### config.mk
export PLATFORM = sky130hd
export DESIGN_NAME = rv_core_top
export DESIGN_NICKNAME = d
export VERILOG_FILES = /design/src/design/rv_core_pkg.sv /design/src/design/rv_pipe_ifs.sv /design/src/design/fetch_stage.sv /design/src/design/decode_stage.sv /design/src/design/execute_stage.sv /design/src/design/memory_stage.sv /design/src/design/rv_core_top.sv
export VERILOG_INCLUDE_DIRS = /design/src /design/src/design
export SDC_FILE = /design/constraint.sdc
export NUM_CORES = 2
export LEC_CHECK = 0
export BUFFER_PORTS_ARGS = -buffer_cell sky130_fd_sc_hd__buf_2
export CORE_ASPECT_RATIO = 0.8
export CORE_UTILIZATION = 55
export DETAILED_ROUTE_END_ITERATION = 8
export HOLD_SLACK_MARGIN = 0.1
export PLACE_DENSITY = 0.73
export SLEW_MARGIN = 20
export SYNTH_ARGS = -nofsm -noshare
export SYNTH_HDL_FRONTEND = slang
export SYNTH_SLANG_ARGS = --single-unit
### constraint.sdc
create_clock -name clk -period 12.7 [get_ports clk]
set_input_delay 0 -clock clk [delete_from_list [all_inputs] [get_ports clk]]
set_output_delay 0 -clock clk [all_outputs]
set_load 0.02 [all_outputs]
### src/design/rv_core_params.svh
`ifndef RV_CORE_PARAMS_SVH
`define RV_CORE_PARAMS_SVH

// data and address width
`define XLEN 32

// instruction word width
`define INST_W 32

// register index width and architectural register count
`define REG_ADDR_W 5
`define REG_COUNT 32

// first fetch address after reset
`define RESET_PC 32'h0000_0000

// addi x0, x0, 0 used to fill flushed slots
`define NOP_INST 32'h0000_0013

`endif

### src/design/rv_core_pkg.sv
`include "rv_core_params.svh"

package rv_core_pkg;

  typedef logic [`XLEN-1:0] word_t;
  typedef logic [`REG_ADDR_W-1:0] reg_addr_t;
  typedef logic [`INST_W-1:0] inst_t;

  // alu functions
  typedef enum logic [3:0] {
    ALU_ADD,
    ALU_SUB,
    ALU_SLL,
    ALU_SLT,
    ALU_SLTU,
    ALU_XOR,
    ALU_SRL,
    ALU_SRA,
    ALU_OR,
    ALU_AND
  } alu_op_e;

  // where the writeback value comes from
  typedef enum logic [1:0] {
    RES_ALU,
    RES_LOAD,
    RES_LINK
  } res_src_e;

  // conditional branch type, none for everything else
  typedef enum logic [2:0] {
    BR_NONE,
    BR_EQ,
    BR_NE,
    BR_LT,
    BR_GE
  } br_cond_e;

endpackage

### src/design/rv_pipe_ifs.sv
`timescale 1ns/1ns

// fetch to decode
interface if_id_if;
  rv_core_pkg::word_t pc;
  rv_core_pkg::inst_t inst;
  logic               valid;

  modport src (output pc, inst, valid);
  modport dst (input pc, inst, valid);
endinterface

// decode to execute
interface id_ex_if;
  logic                   valid;
  rv_core_pkg::word_t     pc;
  rv_core_pkg::reg_addr_t rs1;
  rv_core_pkg::reg_addr_t rs2;
  rv_core_pkg::reg_addr_t rd;
  rv_core_pkg::word_t     rs1_val;
  rv_core_pkg::word_t     rs2_val;
  rv_core_pkg::word_t     imm;
  rv_core_pkg::alu_op_e   alu_op;
  logic                   use_imm;
  logic                   use_pc;
  logic                   reg_write;
  logic                   mem_read;
  logic                   mem_write;
  rv_core_pkg::res_src_e  res_src;
  rv_core_pkg::br_cond_e  br_cond;
  logic                   jal;

  modport src (output valid, pc, rs1, rs2, rd, rs1_val, rs2_val, imm, alu_op, use_imm,
               use_pc, reg_write, mem_read, mem_write, res_src, br_cond, jal);
  modport dst (input valid, pc, rs1, rs2, rd, rs1_val, rs2_val, imm, alu_op, use_imm,
               use_pc, reg_write, mem_read, mem_write, res_src, br_cond, jal);
endinterface

// execute to memory
interface ex_mem_if;
  logic                   valid;
  rv_core_pkg::word_t     alu_result;
  rv_core_pkg::word_t     store_data;
  rv_core_pkg::reg_addr_t rd;
  logic                   reg_write;
  logic                   mem_read;
  logic                   mem_write;
  rv_core_pkg::res_src_e  res_src;
  rv_core_pkg::word_t     link_pc;
  logic                   take_branch;
  rv_core_pkg::word_t     target;

  modport src (output valid, alu_result, store_data, rd, reg_write, mem_read, mem_write,
               res_src, link_pc, take_branch, target);
  modport dst (input valid, alu_result, store_data, rd, reg_write, mem_read, mem_write,
               res_src, link_pc, take_branch, target);
endinterface

// writeback result, read by decode and execute
interface wb_if;
  logic                   valid;
  rv_core_pkg::reg_addr_t rd;
  rv_core_pkg::word_t     data;
  logic                   reg_write;

  modport src (output valid, rd, data, reg_write);
  modport dst (input valid, rd, data, reg_write);
endinterface

### src/design/fetch_stage.sv
`timescale 1ns/1ns
`include "rv_core_params.svh"

module fetch_stage (
  input  logic               clk,
  input  logic               rst_n_i,
  input  logic               stall_i,
  input  logic               redirect_i,
  input  rv_core_pkg::word_t redirect_pc_i,
  output rv_core_pkg::word_t imem_addr_o,
  input  rv_core_pkg::inst_t imem_data_i,
  if_id_if.src               out
);

  rv_core_pkg::word_t pc;

  assign imem_addr_o = pc;

  // redirect beats a load-use hold
  always_ff @(posedge clk or negedge rst_n_i) begin
    if (!rst_n_i) begin
      pc <= `RESET_PC;
    end else if (redirect_i) begin
      pc <= redirect_pc_i;
    end else if (!stall_i) begin
      pc <= pc + `XLEN'(4);
    end
  end

  // ====================
  // IF/ID register
  // ====================
  always_ff @(posedge clk or negedge rst_n_i) begin
    if (!rst_n_i) begin
      out.valid <= 1'b0;
      out.pc    <= `RESET_PC;
      out.inst  <= `NOP_INST;
    end else if (redirect_i) begin
      // wrong-path fetch becomes a nop bubble
      out.valid <= 1'b0;
      out.inst  <= `NOP_INST;
    end else if (!stall_i) begin
      out.valid <= 1'b1;
      out.pc    <= pc;
      out.inst  <= imem_data_i;
    end
  end

endmodule

### src/design/decode_stage.sv
`timescale 1ns/1ns
`include "rv_core_params.svh"

module decode_stage (
  input  logic                   clk,
  input  logic                   rst_n_i,
  input  logic                   flush_i,
  if_id_if.dst                   in,
  wb_if.dst                      wb,
  input  rv_core_pkg::reg_addr_t ex_rd_i,
  input  logic                   ex_mem_read_i,
  output logic                   stall_o,
  id_ex_if.src                   out
);

  localparam logic [6:0] OPC_OP     = 7'b0110011;
  localparam logic [6:0] OPC_OP_IMM = 7'b0010011;
  localparam logic [6:0] OPC_LUI    = 7'b0110111;
  localparam logic [6:0] OPC_AUIPC  = 7'b0010111;
  localparam logic [6:0] OPC_LOAD   = 7'b0000011;
  localparam logic [6:0] OPC_STORE  = 7'b0100011;
  localparam logic [6:0] OPC_BRANCH = 7'b1100011;
  localparam logic [6:0] OPC_JAL    = 7'b1101111;

  logic [6:0]             opcode;
  logic [2:0]             funct3;
  logic                   funct7_5;
  rv_core_pkg::reg_addr_t rs1;
  rv_core_pkg::reg_addr_t rs2;
  rv_core_pkg::word_t     imm;
  rv_core_pkg::word_t     rs1_val;
  rv_core_pkg::word_t     rs2_val;
  rv_core_pkg::alu_op_e   alu_op;
  rv_core_pkg::res_src_e  res_src;
  rv_core_pkg::br_cond_e  br_cond;
  logic                   use_imm;
  logic                   use_pc;
  logic                   reg_write;
  logic                   mem_read;
  logic                   mem_write;
  logic                   jal;
  logic                   wb_we;
  logic                   load;
  rv_core_pkg::word_t     regs [1:`REG_COUNT-1];

  assign opcode   = in.inst[6:0];
  assign funct3   = in.inst[14:12];
  assign funct7_5 = in.inst[30];
  // lui reads x0 so the alu adds zero to the immediate
  assign rs1      = (opcode == OPC_LUI) ? '0 : in.inst[19:15];
  assign rs2      = in.inst[24:20];

  // control decode
  always_comb begin
    res_src   = rv_core_pkg::RES_ALU;
    br_cond   = rv_core_pkg::BR_NONE;
    use_imm   = 1'b1;
    use_pc    = 1'b0;
    reg_write = 1'b0;
    mem_read  = 1'b0;
    mem_write = 1'b0;
    jal       = 1'b0;
    unique case (funct3)
      3'b000:  alu_op = (opcode == OPC_OP && funct7_5) ? rv_core_pkg::ALU_SUB
                                                       : rv_core_pkg::ALU_ADD;
      3'b001:  alu_op = rv_core_pkg::ALU_SLL;
      3'b010:  alu_op = rv_core_pkg::ALU_SLT;
      3'b011:  alu_op = rv_core_pkg::ALU_SLTU;
      3'b100:  alu_op = rv_core_pkg::ALU_XOR;
      3'b101:  alu_op = funct7_5 ? rv_core_pkg::ALU_SRA : rv_core_pkg::ALU_SRL;
      3'b110:  alu_op = rv_core_pkg::ALU_OR;
      default: alu_op = rv_core_pkg::ALU_AND;
    endcase
    case (opcode)
      OPC_OP: begin
        use_imm   = 1'b0;
        reg_write = 1'b1;
      end
      OPC_OP_IMM: reg_write = 1'b1;
      OPC_LUI, OPC_AUIPC: begin
        alu_op    = rv_core_pkg::ALU_ADD;
        use_pc    = (opcode == OPC_AUIPC);
        reg_write = 1'b1;
      end
      OPC_LOAD, OPC_STORE: begin
        alu_op    = rv_core_pkg::ALU_ADD;
        mem_read  = (opcode == OPC_LOAD);
        mem_write = (opcode == OPC_STORE);
        reg_write = (opcode == OPC_LOAD);
        res_src   = rv_core_pkg::RES_LOAD;
      end
      OPC_BRANCH: begin
        use_imm = 1'b0;
        case (funct3)
          3'b000:  br_cond = rv_core_pkg::BR_EQ;
          3'b001:  br_cond = rv_core_pkg::BR_NE;
          3'b100:  br_cond = rv_core_pkg::BR_LT;
          3'b101:  br_cond = rv_core_pkg::BR_GE;
          default: br_cond = rv_core_pkg::BR_NONE;
        endcase
      end
      OPC_JAL: begin
        jal       = 1'b1;
        reg_write = 1'b1;
        res_src   = rv_core_pkg::RES_LINK;
      end
      default: use_imm = 1'b1;
    endcase
  end

  // immediate by format
  always_comb begin
    case (opcode)
      OPC_STORE:  imm = {{20{in.inst[31]}}, in.inst[31:25], in.inst[11:7]};
      OPC_BRANCH: imm = {{19{in.inst[31]}}, in.inst[31], in.inst[7], in.inst[30:25],
                         in.inst[11:8], 1'b0};
      OPC_LUI, OPC_AUIPC: imm = {in.inst[31:12], 12'b0};
      OPC_JAL:    imm = {{11{in.inst[31]}}, in.inst[31], in.inst[19:12], in.inst[20],
                         in.inst[30:21], 1'b0};
      default:    imm = {{20{in.inst[31]}}, in.inst[31:20]};
    endcase
  end

  // ====================
  // register file
  // ====================
  assign wb_we = wb.valid && wb.reg_write && (wb.rd != '0);

  always_ff @(posedge clk) begin
    if (wb_we) begin
      regs[wb.rd] <= wb.data;
    end
  end

  // same-cycle writeback wins over the stored value
  function automatic rv_core_pkg::word_t read_reg(input rv_core_pkg::reg_addr_t addr);
    rv_core_pkg::word_t val;
    if (addr == '0) begin
      val = '0;
    end else if (wb_we && wb.rd == addr) begin
      val = wb.data;
    end else begin
      val = regs[addr];
    end
    return val;
  endfunction

  assign rs1_val = read_reg(rs1);
  assign rs2_val = read_reg(rs2);

  // load in execute feeding this instruction
  assign stall_o = in.valid && ex_mem_read_i && (ex_rd_i != '0) &&
                   ((ex_rd_i == rs1) || (ex_rd_i == rs2));
  assign load    = in.valid && !stall_o && !flush_i;

  // ====================
  // ID/EX register
  // ====================
  always_ff @(posedge clk or negedge rst_n_i) begin
    if (!rst_n_i) begin
      out.valid     <= 1'b0;
      out.reg_write <= 1'b0;
      out.mem_read  <= 1'b0;
      out.mem_write <= 1'b0;
      out.jal       <= 1'b0;
      out.br_cond   <= rv_core_pkg::BR_NONE;
    end else begin
      out.valid     <= load;
      out.reg_write <= load && reg_write;
      out.mem_read  <= load && mem_read;
      out.mem_write <= load && mem_write;
      out.jal       <= load && jal;
      out.br_cond   <= load ? br_cond : rv_core_pkg::BR_NONE;
    end
  end

  always_ff @(posedge clk) begin
    out.pc      <= in.pc;
    out.rs1     <= rs1;
    out.rs2     <= rs2;
    out.rd      <= in.inst[11:7];
    out.rs1_val <= rs1_val;
    out.rs2_val <= rs2_val;
    out.imm     <= imm;
    out.alu_op  <= alu_op;
    out.use_imm <= use_imm;
    out.use_pc  <= use_pc;
    out.res_src <= res_src;
  end

endmodule

### src/design/execute_stage.sv
`timescale 1ns/1ns
`include "rv_core_params.svh"

module execute_stage (
  input  logic                   clk,
  input  logic                   rst_n_i,
  input  logic                   flush_i,
  id_ex_if.dst                   in,
  input  logic                   fwd_mem_valid_i,
  input  rv_core_pkg::reg_addr_t fwd_mem_rd_i,
  input  rv_core_pkg::word_t     fwd_mem_data_i,
  wb_if.dst                      wb,
  ex_mem_if.src                  out
);

  rv_core_pkg::word_t rs1_fwd;
  rv_core_pkg::word_t rs2_fwd;
  rv_core_pkg::word_t op_a;
  rv_core_pkg::word_t op_b;
  rv_core_pkg::word_t alu_result;
  logic               wb_fwd;
  logic               cond_met;
  logic               load;

  assign wb_fwd = wb.valid && wb.reg_write;

  // memory stage is younger, so it is checked first
  function automatic rv_core_pkg::word_t fwd(input rv_core_pkg::reg_addr_t rs,
                                             input rv_core_pkg::word_t rf_val);
    rv_core_pkg::word_t val;
    if (rs == '0) begin
      val = rf_val;
    end else if (fwd_mem_valid_i && fwd_mem_rd_i == rs) begin
      val = fwd_mem_data_i;
    end else if (wb_fwd && wb.rd == rs) begin
      val = wb.data;
    end else begin
      val = rf_val;
    end
    return val;
  endfunction

  assign rs1_fwd = fwd(in.rs1, in.rs1_val);
  assign rs2_fwd = fwd(in.rs2, in.rs2_val);
  assign op_a    = in.use_pc ? in.pc : rs1_fwd;
  assign op_b    = in.use_imm ? in.imm : rs2_fwd;

  // ====================
  // ALU
  // ====================
  always_comb begin
    case (in.alu_op)
      rv_core_pkg::ALU_SUB:  alu_result = op_a - op_b;
      rv_core_pkg::ALU_SLL:  alu_result = op_a << op_b[4:0];
      rv_core_pkg::ALU_SLT:  alu_result = `XLEN'($signed(op_a) < $signed(op_b));
      rv_core_pkg::ALU_SLTU: alu_result = `XLEN'(op_a < op_b);
      rv_core_pkg::ALU_XOR:  alu_result = op_a ^ op_b;
      rv_core_pkg::ALU_SRL:  alu_result = op_a >> op_b[4:0];
      rv_core_pkg::ALU_SRA:  alu_result = $signed(op_a) >>> op_b[4:0];
      rv_core_pkg::ALU_OR:   alu_result = op_a | op_b;
      rv_core_pkg::ALU_AND:  alu_result = op_a & op_b;
      default:               alu_result = op_a + op_b;
    endcase
  end

  // branch compare on forwarded operands
  always_comb begin
    case (in.br_cond)
      rv_core_pkg::BR_EQ: cond_met = (rs1_fwd == rs2_fwd);
      rv_core_pkg::BR_NE: cond_met = (rs1_fwd != rs2_fwd);
      rv_core_pkg::BR_LT: cond_met = ($signed(rs1_fwd) < $signed(rs2_fwd));
      rv_core_pkg::BR_GE: cond_met = ($signed(rs1_fwd) >= $signed(rs2_fwd));
      default:            cond_met = 1'b0;
    endcase
  end

  assign load = in.valid && !flush_i;

  // ====================
  // EX/MEM register
  // ====================
  // jal rides on take_branch, memory sees a single redirect request
  always_ff @(posedge clk or negedge rst_n_i) begin
    if (!rst_n_i) begin
      out.valid       <= 1'b0;
      out.reg_write   <= 1'b0;
      out.mem_read    <= 1'b0;
      out.mem_write   <= 1'b0;
      out.take_branch <= 1'b0;
    end else begin
      out.valid       <= load;
      out.reg_write   <= load && in.reg_write;
      out.mem_read    <= load && in.mem_read;
      out.mem_write   <= load && in.mem_write;
      out.take_branch <= load && (cond_met || in.jal);
    end
  end

  always_ff @(posedge clk) begin
    out.alu_result <= alu_result;
    out.store_data <= rs2_fwd;
    out.rd         <= in.rd;
    out.res_src    <= in.res_src;
    out.link_pc    <= in.pc + `XLEN'(4);
    out.target     <= in.pc + in.imm;
  end

endmodule

### src/design/memory_stage.sv
`timescale 1ns/1ns

module memory_stage (
  input  logic                   clk,
  input  logic                   rst_n_i,
  ex_mem_if.dst                  in,
  output rv_core_pkg::word_t     dmem_addr_o,
  output rv_core_pkg::word_t     dmem_wdata_o,
  output logic                   dmem_we_o,
  output logic                   dmem_re_o,
  input  rv_core_pkg::word_t     dmem_rdata_i,
  output logic                   redirect_o,
  output rv_core_pkg::word_t     redirect_pc_o,
  output logic                   flush_o,
  output logic                   fwd_mem_valid_o,
  output rv_core_pkg::reg_addr_t fwd_mem_rd_o,
  output rv_core_pkg::word_t     fwd_mem_data_o,
  wb_if.src                      wb
);

  rv_core_pkg::word_t    result;
  rv_core_pkg::word_t    result_q;
  rv_core_pkg::res_src_e res_src_q;

  assign dmem_addr_o  = in.alu_result;
  assign dmem_wdata_o = in.store_data;
  assign dmem_we_o    = in.valid && in.mem_write;
  assign dmem_re_o    = in.valid && in.mem_read;

  // taken branch or jal, kills the three younger slots
  assign redirect_o    = in.valid && in.take_branch;
  assign redirect_pc_o = in.target;
  assign flush_o       = redirect_o;

  assign result = (in.res_src == rv_core_pkg::RES_LINK) ? in.link_pc : in.alu_result;

  // load data is not here yet, so loads never forward from this stage
  assign fwd_mem_valid_o = in.valid && in.reg_write && (in.rd != '0) &&
                           (in.res_src != rv_core_pkg::RES_LOAD);
  assign fwd_mem_rd_o    = in.rd;
  assign fwd_mem_data_o  = result;

  // ====================
  // MEM/WB register
  // ====================
  always_ff @(posedge clk or negedge rst_n_i) begin
    if (!rst_n_i) begin
      wb.valid     <= 1'b0;
      wb.reg_write <= 1'b0;
    end else begin
      wb.valid     <= in.valid;
      wb.reg_write <= in.valid && in.reg_write;
    end
  end

  always_ff @(posedge clk) begin
    wb.rd     <= in.rd;
    res_src_q <= in.res_src;
    result_q  <= result;
  end

  // writeback mux, read data lands one cycle after the address
  assign wb.data = (res_src_q == rv_core_pkg::RES_LOAD) ? dmem_rdata_i : result_q;

endmodule

### src/design/rv_core_top.sv
`timescale 1ns/1ns

module rv_core_top (
  input  logic                   clk,
  input  logic                   rst_n_i,
  output rv_core_pkg::word_t     imem_addr_o,
  input  rv_core_pkg::inst_t     imem_data_i,
  output rv_core_pkg::word_t     dmem_addr_o,
  output rv_core_pkg::word_t     dmem_wdata_o,
  output logic                   dmem_we_o,
  output logic                   dmem_re_o,
  input  rv_core_pkg::word_t     dmem_rdata_i,
  output logic                   wb_valid_o,
  output rv_core_pkg::reg_addr_t wb_rd_o,
  output rv_core_pkg::word_t     wb_data_o
);

  if_id_if  if_id ();
  id_ex_if  id_ex ();
  ex_mem_if ex_mem ();
  wb_if     wb ();

  logic                   stall;
  logic                   redirect;
  rv_core_pkg::word_t     redirect_pc;
  logic                   flush;
  logic                   fwd_mem_valid;
  rv_core_pkg::reg_addr_t fwd_mem_rd;
  rv_core_pkg::word_t     fwd_mem_data;

  fetch_stage u_fetch (
    .clk           (clk),
    .rst_n_i       (rst_n_i),
    .stall_i       (stall),
    .redirect_i    (redirect),
    .redirect_pc_i (redirect_pc),
    .imem_addr_o   (imem_addr_o),
    .imem_data_i   (imem_data_i),
    .out           (if_id)
  );

  // load-use check looks at the ID/EX outputs
  decode_stage u_decode (
    .clk           (clk),
    .rst_n_i       (rst_n_i),
    .flush_i       (flush),
    .in            (if_id),
    .wb            (wb),
    .ex_rd_i       (id_ex.rd),
    .ex_mem_read_i (id_ex.mem_read),
    .stall_o       (stall),
    .out           (id_ex)
  );

  execute_stage u_execute (
    .clk             (clk),
    .rst_n_i         (rst_n_i),
    .flush_i         (flush),
    .in              (id_ex),
    .fwd_mem_valid_i (fwd_mem_valid),
    .fwd_mem_rd_i    (fwd_mem_rd),
    .fwd_mem_data_i  (fwd_mem_data),
    .wb              (wb),
    .out             (ex_mem)
  );

  memory_stage u_memory (
    .clk             (clk),
    .rst_n_i         (rst_n_i),
    .in              (ex_mem),
    .dmem_addr_o     (dmem_addr_o),
    .dmem_wdata_o    (dmem_wdata_o),
    .dmem_we_o       (dmem_we_o),
    .dmem_re_o       (dmem_re_o),
    .dmem_rdata_i    (dmem_rdata_i),
    .redirect_o      (redirect),
    .redirect_pc_o   (redirect_pc),
    .flush_o         (flush),
    .fwd_mem_valid_o (fwd_mem_valid),
    .fwd_mem_rd_o    (fwd_mem_rd),
    .fwd_mem_data_o  (fwd_mem_data),
    .wb              (wb)
  );

  // retire port, x0 writes stay hidden
  assign wb_valid_o = wb.valid && wb.reg_write && (wb.rd != '0);
  assign wb_rd_o    = wb.rd;
  assign wb_data_o  = wb.data;

endmodule

* Word-level counts from Yosys, hierarchy flattened
Memory sizes are Yosys's and may differ from the RTL's. A register that Yosys moved wholly into a read port is not among the register bits.
Index checks and enable logic that the tools add are counted.
** Storage, ports and cells
- Register bits :: 373
- Bits in writable memories :: 992
- Memories :: 1
** Cells by class
- $add $sub $neg :: 5
- Magnitude comparators :: 4
- Eq/ne operators :: 39
- Shift-type cells :: 3
- Mux-type cells :: 34
- Bitwise logic cells :: 5
- Reduce and logical (&&, ||, !) cells :: 45
** Memories
- u_decode.regs :: words 31, width 32, rd ports 2, clocked after Yosys merged registers in 2, write ports 1, RTL line decode_stage.sv:44 : rv_core_pkg::word_t regs [1:`REG_COUNT-1];
** Operators with widths (count)
- $mux W32 :: 14
- $pmux W32 S9 :: 1
- $pmux W31 S4 :: 1
- $lt A32 B32 Y1 :: 3
- $add A32 B3 Y32 const B :: 2
- $add A32 B32 Y32 :: 2
- $and A32 B32 Y32 :: 1
- $eq A32 B32 Y1 :: 1
- $ge A32 B32 Y1 :: 1
- $ne A32 B32 Y1 :: 1
- $or A32 B32 Y32 :: 1
- $shl A32 B5 Y32 :: 1
- $shr A32 B5 Y32 :: 1
- $sshr A32 B5 Y32 :: 1
- $sub A32 B32 Y32 :: 1
- $xor A32 B32 Y32 :: 1
- $eq A5 B5 Y1 :: 6
- $pmux W4 S7 :: 1
- $logic_and A1 B1 Y1 :: 27
- $eq A7 B6 Y1 const B :: 3
- $logic_not A5 Y1 :: 4
- $eq A4 B3 Y1 const B :: 4
- $reduce_bool A5 Y1 :: 3
- $eq A7 B5 Y1 const B :: 2
- other kinds (26) :: 52

* Longest topological paths before layout
- Depth after elaboration :: 10
- Gate-level depth with buffers :: 26

* Hierarchy
Synthesis repeated with hierarchy kept, for this count alone.
** Second synthesis, totals
- Cells, all modules :: 5949
- Area total of the unflattened synthesis :: 74760.5 sq um
** Modules (own cells, without submodules)
- decode_stage :: times used 1, cells each 3077, area an instance 50925.1 sq um
- execute_stage :: times used 1, cells each 2264, area an instance 16877.4 sq um
- fetch_stage :: times used 1, cells each 382, area an instance 4346.7 sq um
- memory_stage :: times used 1, cells each 224, area an instance 2595.0 sq um
- rv_core_top :: times used 1, cells each 2, area an instance 16.3 sq um

* Worst setup path before layout
Ideal clock, no wire load.
- Kind :: reg2reg
- Start :: register u_memory.res_src_q[0]
- End :: register u_execute.out.alu_result[29]
- Library setup time :: 134 ps
- Arrival :: 5603 ps
- Slack :: 6963 ps
- Stages on the path, launching flop included :: 24
- Buffers on the path :: 6
- Clock period less this slack :: 5737 ps
- Path through :: dfxtp_1 nor2b_1 clkbuf_1 buf_2 buf_4 mux2_2 nor3_1 mux2i_1 o221ai_1 nand2_2 buf_2 buf_2 buf_2 ha_1 o21bai_1 a2111oi_0 or3_1 a31oi_1 o32ai_2 o211ai_1 a311oi_1 or4_1 a21oi_1 or4_1
** On the way
- Word-level cells in the longest chain between the ends :: 8
- Elaborated cells on any way between the ends :: 19
- Those cells by class :: add/sub: 2; eq/ne: 1; shift: 3; mux: 10; bitwise: 3
** Ends and longest elaborated chain
- start: declaration :: RTL line memory_stage.sv:23 : rv_core_pkg::res_src_e res_src_q;
- start signal: assignment :: RTL line memory_stage.sv:58 : res_src_q <= in.res_src;
- $eq A2 B1 Y1 * :: RTL line memory_stage.sv:63 : assign wb.data = (res_src_q == rv_core_pkg::RES_LOAD) ? dmem_rdata_i : result_q;
- $mux W32 * :: RTL line memory_stage.sv:63
- via wb_data_o[2] :: RTL line rv_core_top.sv:15 : output rv_core_pkg::word_t wb_data_o
- $mux W32 :: RTL line execute_stage.sv:35 : end else if (wb_fwd && wb.rd == rs) begin
- $mux W32 :: RTL line execute_stage.sv:33 : end else if (fwd_mem_valid_i && fwd_mem_rd_i == rs) begin
- $mux W32 :: RTL line execute_stage.sv:31 : if (rs == '0) begin
- $mux W32, on equally long branches :: RTL line execute_stage.sv:45, execute_stage.sv:46
- $add A32 B32 Y32, or another cell as far along :: RTL line execute_stage.sv:62 : default: alu_result = op_a + op_b;
- $pmux W32 S9 * :: RTL line execute_stage.sv:52 : case (in.alu_op)
- via u_execute.alu_result[29] :: RTL line execute_stage.sv:20 : rv_core_pkg::word_t alu_result;
- end: declaration :: RTL line rv_pipe_ifs.sv:53 : modport src (output valid, alu_result, store_data, rd, reg_write, mem_read, mem_write,
The timed path passes the listed nets; every way through them passes the cells marked *.
A chain may end at the register's enable or synchronous reset.

* Worst setup path in the final report
- Start :: register u_memory.wb.rd[2]
- End :: register u_execute.out.alu_result[31]
** On the way
- Word-level cells in the longest chain between the ends :: 8
- Elaborated cells on any way between the ends :: 21
- Those cells by class :: add/sub: 2; eq/ne: 2; shift: 3; mux: 9; bitwise: 3; reduce/logical: 2
** Ends and longest elaborated chain
- start: declaration :: RTL line rv_pipe_ifs.sv:66 : modport src (output valid, rd, data, reg_write);
- $eq A5 B5 Y1 * :: RTL line execute_stage.sv:35
- $logic_and A1 B1 Y1 * :: RTL line execute_stage.sv:35
- $mux W32 * :: RTL line execute_stage.sv:35
- $mux W32 * :: RTL line execute_stage.sv:33
- $mux W32 * :: RTL line execute_stage.sv:31
- via u_execute.rs2_fwd[7] :: RTL line execute_stage.sv:17 : rv_core_pkg::word_t rs2_fwd;
- $mux W32 * :: RTL line execute_stage.sv:46 : assign op_b = in.use_imm ? in.imm : rs2_fwd;
- $add A32 B32 Y32 / $sub A32 B32 Y32 (equally long branches) :: RTL line execute_stage.sv:62, execute_stage.sv:53
- $pmux W32 S9 * :: RTL line execute_stage.sv:52
- via u_execute.alu_result[31] :: RTL line execute_stage.sv:20
Marks and branches as above.

==> results.yml <==
drt:
  wirelength_mm: 289
  drtIter0Drc: 10100
  ant_nets: 0
  via_per_inst: 7.22
  post_drt_wl_per_cell_um: 35.8
  drc: 0
  via_count: 58400
  drt-pass1-iter-count: 6
layout:
  multiInputGateArea_sq_mm: 0.0332
  final_common_cell: "edfxtp_1"
  fillers: 10300
  fin_nets: 6435
  utilization: 0.616
  final-instance-count-excl-fill: 8095
  syn_to_final_growth_pct: 11.0
  regArea_sq_mm: 0.0391
  final_cell_mix: "992 x edfxtp_1, 516 x mux2i_1, 453 x nor2_1, 374 x a21oi_1, 362 x nand2_1"
  final_area_sq_mm: 0.0827
  post_route_cells_drive_above_1_share: 0.178
sta:
  tns_ps: 0
  tightestPinTransition_ps: 1430
  setup_viol: 0
  max_freq_mhz: 126
  fin_skew_ps: 48.7
  hold_viol_final: 0
  grt_setup_unrepaired: "false"
  maxSlewHeadroom: 0.0391
  drv_slew: 0
  hold_ws_ps: 164
  min_period_over_period: 0.624
  period_needed_ps: 7920
critical_path:
  cp-start-kind: "flop"
  cp-end-kind: "flop"
  critical_path_class: "flop to flop"
  crit_path_top_delay_cell: "o21ai_0"
  slowest_delay_ps: 920
  required_ps: 13400
  rrSetupSlack_ps: 4780
  r2r-end: "u_execute.out.alu_result[31]"
  r2r-start: "u_memory.wb.rd[2]"
  critPathMaxFanout: 28
  arrival_ps: 8620
  path_cells: "xnor2_1 > nand4_1 > or2_2 > a21oi_2 > buf_4 > o22a_1 > inv_1 > o21ai_0 > ha_1 > nor4_2 > nand3_1 > or3_1 > a31oi_1 > o32ai_2 > o211ai_1 > a311oi_1 > nor4b_1 > mux2i_1 > o311ai_0 > o2111ai_1"
  reg2regPathDepth: 20
global_route:
  antenna_found_initial: 10
  track_usage: 0.415
  grt_pass1_vias: 54700
  grt_pass1_wl_mm: 402
  grt_start_max_net_pins: 148
  grt_overflow_total: 0
cts:
  cts_root_buf: "clkbuf_16"
  path_clk_slew_ps: 60
  clk_latency_ps: 820
  htreeDepth: 4
  post_cts_buffers: 0
  clock-sinks: 1429
  cts_tree: "done"
  clockBufferDepth: 3
  cts_made_buffers: 143
floorplan:
  design.die.area_sq_mm: 0.137
  core_area_sq_mm: 0.134
  die_y_um: 331
  initial_core_util: 0.555
  pin_count: 202
  num_rows: 120
  dieWidth_um: 413
yosys:
  ys_types: 105
  syn_inst: 6111
  post-synth-top-area-cell: "edfxtp_1"
  syn_nets: 6337
  async_reset_ff_frac: 0.0784
  avgSynthCellArea_sq_um: 12.2
  ys_warn_count: 0
  yosysTopAreaCellShare: 0.400
  ys.flop_type: "edfxtp_1"
  synthTopCellsByArea: "edfxtp_1 40%, mux4_2 8.7%, dfxtp_1 8.7%, mux2i_1 6.9%, dfrtp_1 3.7%"
  ys_seq_area_frac: 0.525
  synth_seq_cells: 1429
  synth-edff-count: 992
  synth_area_sq_mm: 0.0745
power:
  p_leak_nw: 30.9
  powerDensity_mw_per_mm2: 162
  ir_drop_v: 0.000167
placed_design:
  place.gp.congestion: 1.02
  post-place-cells: 7753
  placed_area_sq_mm: 0.0772
  port_buffers: 201
  hpwl_mm: 182
worst_hold_path:
  whs_endpoint: "u_decode.out.rs2_val[25]"
  hold_class: "input pin to flop"
  hold_start: "dmem_rdata_i[25]"
  hold_path_depth: 4
run_status:
  status: "finished, final reports clean"
run:
  drv_cap: 0
-- layout make-up --
cell class | count | area share
clock inverter | 68 | 0.00766
inverter | 175 | 0.00810
timing repair buffer | 408 | 0.0344
tap | 1769 | 0.0268
sequential | 1429 | 0.473
multi-input combinational | 4052 | 0.402
clock buffer | 191 | 0.0477
antenna | 3 | 0.0000908
-- sequential cells by signal, summed over array words and instances (netlist names), 4 cells and up --
register and cells:
u_execute.out.link_pc 32, u_decode.out.imm 32, u_execute.out.alu_result 32, u_decode.out.rd 5, u_fetch.imem_addr_o 32, u_decode.out.rs2_val 32
u_fetch.out.pc 32, u_memory.result_q 32, u_memory.wb.rd 5, u_decode.out.rs1 5, u_decode.out.rs1_val 32, u_decode.out.rs2 5
u_fetch.out.inst 32, u_execute.out.store_data 32, u_decode.out.pc 32, u_execute.out.rd 5, u_decode.regs 992, u_execute.out.target 32
u_decode.out.alu_op 4
-- worst max-delay path by stage --
stage	start	endpoint	slack (ps)
3_3_place_gp	u_memory.wb.rd[1]	u_execute.out.alu_result[29]	5250
5_1_grt	u_memory.wb.rd[2]	u_execute.out.alu_result[31]	4540
3_5_place_dp	u_memory.wb.rd[2]	u_execute.out.alu_result[29]	5180
2_1_floorplan	u_memory.res_src_q[0]	u_execute.out.alu_result[29]	6960
4_1_cts	u_memory.wb.rd[2]	u_execute.out.alu_result[29]	5160
6_report	u_memory.wb.rd[2]	u_execute.out.alu_result[31]	4780
-- timing repair --
item,CTS,global route
endpoints found under the hold margin,247,0
setup endpoints to repair,0,0
hold buffers,80,0
resized for setup,0,0
-- per-stage QoR --
stage               setup WS, ps  power [W]
finish                      4780     0.0134
global route                4540     0.0137
CTS                         5160     0.0132
detailed placement          5180    0.00904
global placement            5250    0.00904
floorplan                   6960    0.00773
-- synth_stat cells (all sizes together) (64+ instances only) --
master and count:
mux2 177, nand2 367, edfxtp 992, a21o 65
buf 122, nor2 494, ha 157, mux2i 519
xnor2 98, dfrtp 109, inv 169, nand3 64
o21ai 333, dfxtp 325, mux4 289, a21oi 378
nor3 80, o221ai 118, a211oi 116, clkbuf 333
-- power breakdown --
group          internal, W  leakage [nW]  switching, W
sequential         0.00564          13.1      0.000426
combinational     0.000949          15.6       0.00212
clock              0.00234          2.22       0.00188
total              0.00893          30.9       0.00442
-- routing by layer --
layer	routed length, um	share of wire	GRT usage	vias to the layer above
met4	16000	0.055	0.206	10
met5	270	0.00093	0.00621	-
met3	41700	0.14	0.129	860
li1	-	-	-	23800
met2	120000	0.42	0.579	4764
met1	111000	0.38	0.584	29000
-- critical path: cells and delay by family, from the launching register on --
family	cells	cell delay (ps)
AOI/OAI and AO/OA	9	3170
DFF	1	610
and+or+nand+nor	6	2670
muxes	1	260
buffers and inverters	2	470
adders and majority gates	1	450
xor gates and xnor gates	1	170
-- cells by family (layout without fill, tap and decap cells) --
group | count (synthesis) | count (layout) | share of synthesized area
compound gates | 1505 | 1505 | 0.136
flops | 1429 | 1429 | 0.525
simple gates | 1254 | 1254 | 0.0755
mux | 985 | 985 | 0.185
buf+inv | 630 | 842 | 0.0344
fa+ha+maj | 160 | 160 | 0.0272
xor+xnor | 148 | 148 | 0.0174
other cells | 0 | 3 | 0
Note: power is estimated with default switching activity, not from simulation.
